`src/hdl/clock_cfg_pkg.sv`:
```
// video clock configuration types; only the low 6 bits of a divider reach the pll
package clock_cfg_pkg;

    // divider request as the core hands it over
    typedef logic [15:0] divider_t;

    // pll divider select field
    typedef logic [5:0] pll_sel_t;

    // one-hot clock mux select
    typedef logic [3:0] clock_select_t;

    // meaningful bits of a divider request
    localparam int div_field_width = 6;

    // select code is this base minus the divider
    localparam logic [div_field_width:0] sel_base = 7'd64;

    // undivided pll output
    localparam clock_select_t sel_full = 4'b0001;

    // half-rate pll output
    localparam clock_select_t sel_half = 4'b0010;

    // all three pll fields after reset
    localparam pll_sel_t pll_sel_default = 6'd60;

    // divider to select code
    // a divider of 0 wraps to select 0
    function automatic pll_sel_t div_to_sel(input logic [div_field_width-1:0] div);
        logic [div_field_width:0] diff;
        // one extra bit so 64 itself fits
        diff = sel_base - {1'b0, div};
        return diff[div_field_width-1:0];
    endfunction

endpackage

```
`src/hdl/video_pkg.sv`:
```
// pixel types and alternate-board bit map; the map covers only bits 14 to 23, lower bits pass
package video_pkg;

    // one rgb pixel as the video core delivers it
    typedef logic [23:0] pixel_t;

    // index into a pixel
    typedef logic [4:0] bit_index_t;

    // first and last bit of the swapped field
    localparam int swap_lo_bit = 14;
    localparam int swap_hi_bit = 23;

    // source bit for each output bit on the alternate board
    // indexed by output bit, swap_lo_bit first
    // even source bits land on 14..18, odd ones on 19..23
    localparam bit_index_t alt_bit_source [swap_lo_bit:swap_hi_bit] = '{
        // out 14
        5'd22,
        // out 15
        5'd20,
        // out 16
        5'd18,
        // out 17
        5'd16,
        // out 18
        5'd14,
        // out 19
        5'd23,
        // out 20
        5'd21,
        // out 21
        5'd19,
        // out 22
        5'd17,
        // out 23
        5'd15
    };

    // bits below swap_lo_bit and the data enable never move
    // hsync and vsync trade places on the same board variant

endpackage
```
`src/hdl/display_top.sv`:
```
// single clock domain; pll_lock and the strap pin must already be synchronous to clock
`timescale 1ns/1ps

module display_top
    import video_pkg::*, clock_cfg_pkg::*;
#(
    parameter int RESET_STRETCH    = 32,
    parameter int HEARTBEAT_PERIOD = 62_500_000
) (
    input  logic          clock,
    input  logic          reset_n,
    input  logic          pll_lock,
    input  logic          board_variant_n,
    input  logic          cfg_valid,
    input  divider_t      cfg_input_div,
    input  divider_t      cfg_output_div,
    input  divider_t      cfg_feedback_div,
    input  logic          cfg_use_half,
    input  pixel_t        pixel_in,
    input  logic          hsync_in,
    input  logic          vsync_in,
    input  logic          de_in,
    output logic          sys_reset_n,
    output logic          heartbeat_led,
    output logic          cfg_ready,
    output logic          pll_reset,
    output pll_sel_t      pll_idsel,
    output pll_sel_t      pll_odsel,
    output pll_sel_t      pll_fbdsel,
    output clock_select_t clock_sel,
    output pixel_t        rgb_out,
    output logic          rgb_hsync,
    output logic          rgb_vsync,
    output logic          rgb_de
);

    // variant flag from the latch to the pin mapper
    logic alt_board;

    // reset stretch, heartbeat and strap latch
    board_control #(
        .RESET_STRETCH    (RESET_STRETCH),
        .HEARTBEAT_PERIOD (HEARTBEAT_PERIOD)
    ) u_board_control (
        .clock           (clock),
        .reset_n         (reset_n),
        .pll_lock        (pll_lock),
        .board_variant_n (board_variant_n),
        .sys_reset_n     (sys_reset_n),
        .alt_board       (alt_board),
        .heartbeat_led   (heartbeat_led)
    );

    // clock configuration
    pll_config_encoder u_pll_config_encoder (
        .clock            (clock),
        .sys_reset_n      (sys_reset_n),
        .cfg_valid        (cfg_valid),
        .cfg_input_div    (cfg_input_div),
        .cfg_output_div   (cfg_output_div),
        .cfg_feedback_div (cfg_feedback_div),
        .cfg_use_half     (cfg_use_half),
        .cfg_ready        (cfg_ready),
        .pll_reset        (pll_reset),
        .pll_idsel        (pll_idsel),
        .pll_odsel        (pll_odsel),
        .pll_fbdsel       (pll_fbdsel),
        .clock_sel        (clock_sel)
    );

    // pixel output stage
    video_pin_mapper u_video_pin_mapper (
        .clock       (clock),
        .sys_reset_n (sys_reset_n),
        .alt_board   (alt_board),
        .pixel_in    (pixel_in),
        .hsync_in    (hsync_in),
        .vsync_in    (vsync_in),
        .de_in       (de_in),
        .rgb_out     (rgb_out),
        .rgb_hsync   (rgb_hsync),
        .rgb_vsync   (rgb_vsync),
        .rgb_de      (rgb_de)
    );

endmodule

```
`src/hdl/video_pin_mapper.sv`:
```
// one cycle of latency, no handshake; alt_board must stay stable while pixels flow
`timescale 1ns/1ps

module video_pin_mapper
    import video_pkg::*;
(
    input  logic   clock,
    input  logic   sys_reset_n,
    input  logic   alt_board,
    input  pixel_t pixel_in,
    input  logic   hsync_in,
    input  logic   vsync_in,
    input  logic   de_in,
    output pixel_t rgb_out,
    output logic   rgb_hsync,
    output logic   rgb_vsync,
    output logic   rgb_de
);

    pixel_t mapped;
    logic   hsync_mapped;
    logic   vsync_mapped;

    // bit remap ahead of the output register
    // everything passes by default
    always_comb begin
        mapped = pixel_in;
        if (alt_board) begin
            // upper colour bits follow the board table
            for (int i = swap_lo_bit; i <= swap_hi_bit; i++) begin
                mapped[i] = pixel_in[alt_bit_source[i]];
            end
        end
    end

    // syncs are crossed on the alternate board
    assign hsync_mapped = alt_board ? vsync_in : hsync_in;
    assign vsync_mapped = alt_board ? hsync_in : vsync_in;

    // output register
    // blank and syncs inactive in reset
    always_ff @(posedge clock) begin
        if (!sys_reset_n) begin
            rgb_out   <= '0;
            rgb_hsync <= 1'b0;
            rgb_vsync <= 1'b0;
            rgb_de    <= 1'b0;
        end else begin
            rgb_out   <= mapped;
            rgb_hsync <= hsync_mapped;
            rgb_vsync <= vsync_mapped;
            // data enable never moves
            rgb_de    <= de_in;
        end
    end

endmodule

```
`src/hdl/pll_config_encoder.sv`:
```
// accepts one request at a time; ready drops for one cycle after each accepted request
`timescale 1ns/1ps

module pll_config_encoder
    import clock_cfg_pkg::*;
(
    input  logic          clock,
    input  logic          sys_reset_n,
    input  logic          cfg_valid,
    input  divider_t      cfg_input_div,
    input  divider_t      cfg_output_div,
    input  divider_t      cfg_feedback_div,
    input  logic          cfg_use_half,
    output logic          cfg_ready,
    output logic          pll_reset,
    output pll_sel_t      pll_idsel,
    output pll_sel_t      pll_odsel,
    output pll_sel_t      pll_fbdsel,
    output clock_select_t clock_sel
);

    // hold while in reset, idle when ready, apply for the pll reset pulse
    typedef enum logic [1:0] {
        st_hold,
        st_idle,
        st_apply
    } cfg_state_t;

    cfg_state_t state;
    logic       transfer;

    assign transfer = cfg_valid && cfg_ready;

    // ready only while idle
    assign cfg_ready = (state == st_idle);

    // pll held in reset except while idle
    assign pll_reset = (state != st_idle);

    always_ff @(posedge clock) begin
        if (!sys_reset_n) begin
            state <= st_hold;
        end else begin
            case (state)
                st_hold:  state <= st_idle;
                st_idle:  state <= transfer ? st_apply : st_idle;
                st_apply: state <= st_idle;
                default:  state <= st_hold;
            endcase
        end
    end

    // select registers
    // loaded on the transfer edge, visible with the pll reset pulse
    always_ff @(posedge clock) begin
        if (!sys_reset_n) begin
            pll_idsel  <= pll_sel_default;
            pll_odsel  <= pll_sel_default;
            pll_fbdsel <= pll_sel_default;
            clock_sel  <= sel_full;
        end else if (transfer) begin
            pll_idsel  <= div_to_sel(cfg_input_div[div_field_width-1:0]);
            // output divider counts in steps of two
            pll_odsel  <= div_to_sel({1'b0, cfg_output_div[div_field_width-1:1]});
            pll_fbdsel <= div_to_sel(cfg_feedback_div[div_field_width-1:0]);
            clock_sel  <= cfg_use_half ? sel_half : sel_full;
        end
    end

endmodule

```
`src/hdl/board_control.sv`:
```
// RESET_STRETCH must be at least 1; pll_lock and board_variant_n are assumed already synchronous
`timescale 1ns/1ps

module board_control #(
    parameter int RESET_STRETCH    = 32,
    parameter int HEARTBEAT_PERIOD = 62_500_000
) (
    input  logic clock,
    input  logic reset_n,
    input  logic pll_lock,
    input  logic board_variant_n,
    output logic sys_reset_n,
    output logic alt_board,
    output logic heartbeat_led
);

    // counter wide enough to reach the period
    localparam int hb_width = (HEARTBEAT_PERIOD > 0) ? $clog2(HEARTBEAT_PERIOD + 1) : 1;
    localparam logic [hb_width-1:0] hb_limit = hb_width'(HEARTBEAT_PERIOD);

    logic [RESET_STRETCH-1:0] stretch_reg;
    logic [hb_width-1:0]      hb_count;
    logic                     variant_locked;
    logic                     hold;

    // either source keeps everything in reset
    assign hold = !reset_n || !pll_lock;

    // stretch register
    // refills with ones while held, drains one zero per cycle after
    always_ff @(posedge clock) begin
        if (hold) begin
            stretch_reg <= '1;
        end else begin
            stretch_reg <= stretch_reg >> 1;
        end
    end

    // output stage of the stretcher
    // drops on the first held edge, rises one edge after the register empties
    always_ff @(posedge clock) begin
        if (hold) begin
            sys_reset_n <= 1'b0;
        end else begin
            sys_reset_n <= !stretch_reg[0];
        end
    end

    // heartbeat divider
    // counts 0..HEARTBEAT_PERIOD, toggles on wrap
    always_ff @(posedge clock) begin
        if (!sys_reset_n) begin
            hb_count      <= '0;
            heartbeat_led <= 1'b0;
        end else if (hb_count < hb_limit) begin
            hb_count <= hb_count + 1'b1;
        end else begin
            hb_count      <= '0;
            heartbeat_led <= !heartbeat_led;
        end
    end

    // board variant latch
    // strap pin sampled once, first edge out of reset
    // pin is low on the alternate board
    always_ff @(posedge clock) begin
        if (!sys_reset_n) begin
            alt_board      <= 1'b0;
            variant_locked <= 1'b0;
        end else if (!variant_locked) begin
            alt_board      <= !board_variant_n;
            variant_locked <= 1'b1;
        end
    end

endmodule

```
`config.mk`:
```
export PLATFORM = sky130hd
export DESIGN_NAME = display_top
export DESIGN_NICKNAME = d
export VERILOG_FILES = /design/src/hdl/clock_cfg_pkg.sv /design/src/hdl/video_pkg.sv /design/src/hdl/display_top.sv /design/src/hdl/video_pin_mapper.sv /design/src/hdl/pll_config_encoder.sv /design/src/hdl/board_control.sv
export SDC_FILE = /design/constraint.sdc
export NUM_CORES = 1
export LEC_CHECK = 0
export BUFFER_PORTS_ARGS = -buffer_cell sky130_fd_sc_hd__buf_2
export CAP_MARGIN = 0
export CORE_UTILIZATION = 39
export CTS_BUF_LIST = sky130_fd_sc_hd__clkbuf_8
export DETAILED_ROUTE_END_ITERATION = 10
export GPL_ROUTABILITY_DRIVEN = 0
export HOLD_SLACK_MARGIN = 0.03
export PLACE_DENSITY = 0.75
export SYNTH_ARGS = -nofsm -noshare
export SYNTH_HDL_FRONTEND = slang
export SYNTH_SLANG_ARGS = --single-unit
```
`constraint.sdc`:
```
create_clock -name clock -period 3 [get_ports clock]
set_input_delay 0.3 -clock clock [delete_from_list [all_inputs] [get_ports clock]]
set_output_delay 0.3 -clock clock [all_outputs]
set_load 0.005 [all_outputs]
```
==> qor.txt <==
top cells by area, synth = dfxtp_1 (56%), xor2_1 (5.7%), or2_2 (5.0%)
Hold Fails Final Rpt = 0
CP endpoint kind = register
ys async rst share = 0
cell row count = 36
status = completed
slowest CP cell = dfxtp_1
critical-path cell list = or3b_1 > a2111oi_2 > nand4_1 > nand3_2 > nor2_1
DRC Markers = 0
Synth area leader = dfxtp_1
crit path buf inv count = 0
hold_ws = 0.129 ns
Die Height = 103 µm
Setup Fix Bufs, Post-CTS = 0
critical path arrival = 2.21 ns
drt via density = 4.58
Initial Util = 0.406
first-pass GRT wire length = 12300 µm
crit-path max cell delay = 0.42 ns
CTS Hold Buffers Added = 0
total negative slack = 0 ns
Hold Path Class = primary input to register
Synth Cell Area = 3980 µm²
crit-path leading delay family = simple AND/OR/NAND/NOR gates
Final Setup Violations = 0
WL/cell = 11.6 µm
RSZ-0062 raised after global routing = false
leakage power = 1.97 nW
post-DP HPWL = 5280 µm
Area growth, synth to finish = 20.3%
Post-DRT Antenna Nets = 0
Relative slew margins = 0.382
layout cells sized above 1 = 0.304
slew at the pin closest to its max-slew limit = 0.925 ns
CTS sink count = 111
max reg flops = 32
clock tree buffer depth = 2
pin count of the biggest net entering global routing = 55
worst-path fanout max = 26
area of the die = 10600 µm²
fin crit share = 0.658
fmax = 507 MHz
vias in the first global route = 2822
Routed WL = 7350 µm
synth warn = 0
Num CTS Buffers = 9
number of synthesized flops with an enable pin = 0
Clock Tree Root = clkbuf_8
Worst EP required = 3.23 ns
Startpoint Class = register
drt pass-1 iters = 4
critical path class = register to register
# resized after CTS = 0
Cells after Synth = 401
port bufs = 100
final setup skew = 0.0116 ns
DR vias = 2896
Mean Syn Cell Area = 9.93 µm²
worst-skew pair later-pin latency = 0.36 ns
CTS tree = done
Max VDD drop = 0.342 mV
Core Area = 9820 µm²
min Tclk post-route = 1.97 ns
H-tree Lvls = 3
initial antenna violation count = 0
FF+latch count, synth = 111
drt initial violations = 75
chip width = 103 µm
Seq/Total Area, Yosys = 0.558
Distinct cells, synth = 33
post-synth top area share = 0.558
Final Max Tran Viols = 0
Pwr Density = 533 nW/µm²
clock slew at reported path FFs = 0.11 ns
ant diodes = 0
grt ovf = 0
# fillers = 925
max-cap violation count = 0
most common flop cell mapped by yosys = dfxtp_1
fin nets = 580
Total GRT Usage = 0.150
# IOs = 134
## path summary, 6_finish.rpt
path | startpoint | endpoint | slack [ns] | cells past startpoint
setup / recovery | u_board_control.hb_count[13] | u_board_control.hb_count[13] | 1.03 | 5
hold / removal | pixel_in[4] | u_video_pin_mapper.rgb_out[4] | 0.13 | 2
setup reg to reg | u_board_control.hb_count[13] | u_board_control.hb_count[13] | 1.03 | 5
hold reg to reg | u_board_control.stretch_reg[0] | u_board_control.sys_reset_n | 0.39 | 1
## layout make-up
cell class                      count  area [µm²]  area share
Inverter                            8        30.0     0.00626
Multi-Input combinational cell    264        1630       0.340
Clock inverter                      6        97.6      0.0204
Clock buffer                       10         138      0.0287
Sequential cell                   111        2220       0.464
Tap cell                          133         166      0.0347
Timing Repair Buffer              101         508       0.106
## layout by cell type (no fill, tap or decap)
| master | n |
|---|---|
| dfxtp_1 | 111 |
| buf_2 | 100 |
| nand2_1 | 43 |
| nor2_1 | 35 |
| or2_2 | 32 |
| xor2_1 | 26 |
| and2_1 | 19 |
| nor2b_1 | 13 |
| o211ai_1 | 13 |
| mux2i_1 | 12 |
| nand3_1 | 12 |
| clkbuf_8 | 10 |
| xnor2_1 | 9 |
| inv_1 | 8 |
| nor3_1 | 7 |
| a21boi_0 | 7 |
| and3_1 | 7 |
| nand4_1 | 7 |
| o21ai_0 | 5 |
| ha_1 | 4 |
| nor3b_1 | 2 |
| a21oi_1 | 2 |
| and4_1 | 2 |
| conb_1 | 2 |
| inv_6 | 2 |
| bufinv_16 | 2 |
| or3b_1 | 1 |
| a2111oi_2 | 1 |
| nand3_2 | 1 |
| nor4_2 | 1 |
| o21a_1 | 1 |
| inv_8 | 1 |
| clkinv_4 | 1 |
| buf_4 | 1 |
## synthesized netlist by cell type, types with 7 or more instances
cell	instances
dfxtp_1	111
nand2_1	43
nor2_1	35
or2_2	32
xor2_1	26
and2_1	19
nor2b_1	13
o211ai_1	13
clkbuf_1	12
mux2i_1	12
nand3_1	12
xnor2_1	9
inv_1	8
a21boi_0	7
and3_1	7
nand4_1	7
nor3_1	7
## where the power goes
part           switching [mW]  internal [mW]  leakage [nW]
Sequential           0.000203           1.47         0.896
Clock                   0.504          0.507         0.119
Combinational          0.0334         0.0364         0.957
## layer usage
metal  GRT usage  wire length, µm
met4      0.0661              141
met3      0.0420              447
met1       0.173             3180
met5           0                0
met2       0.258             3580
## through the flow
step           cells   util  total power, mW  worst slack [ns]  instance area (µm²)
4_1_cts          633  0.488             2.59             0.991                 4790
2_1_floorplan    402      -             1.54              1.36                 3990
5_1_grt          633  0.488             2.66             0.788                 4790
3_3_place_gp     617  0.464             1.58              1.08                 4560
3_5_place_dp     617  0.464             1.58              1.01                 4560
6_report         633  0.488             2.55              1.03                 4790
## cells by family (layout without fill, tap and decap cells)
family | after synthesis | count (layout) | synth area share
simple gates | 182 | 182 | 0.236
compound gates | 29 | 29 | 0.0521
mux | 12 | 12 | 0.0302
flops | 111 | 111 | 0.558
xor+xnor | 35 | 35 | 0.0769
fa+ha+maj | 4 | 4 | 0.0126
buf+inv | 27 | 125 | 0.0336
other cells | 1 | 2 | 0.000941
(Power assumes the default switching activity.)
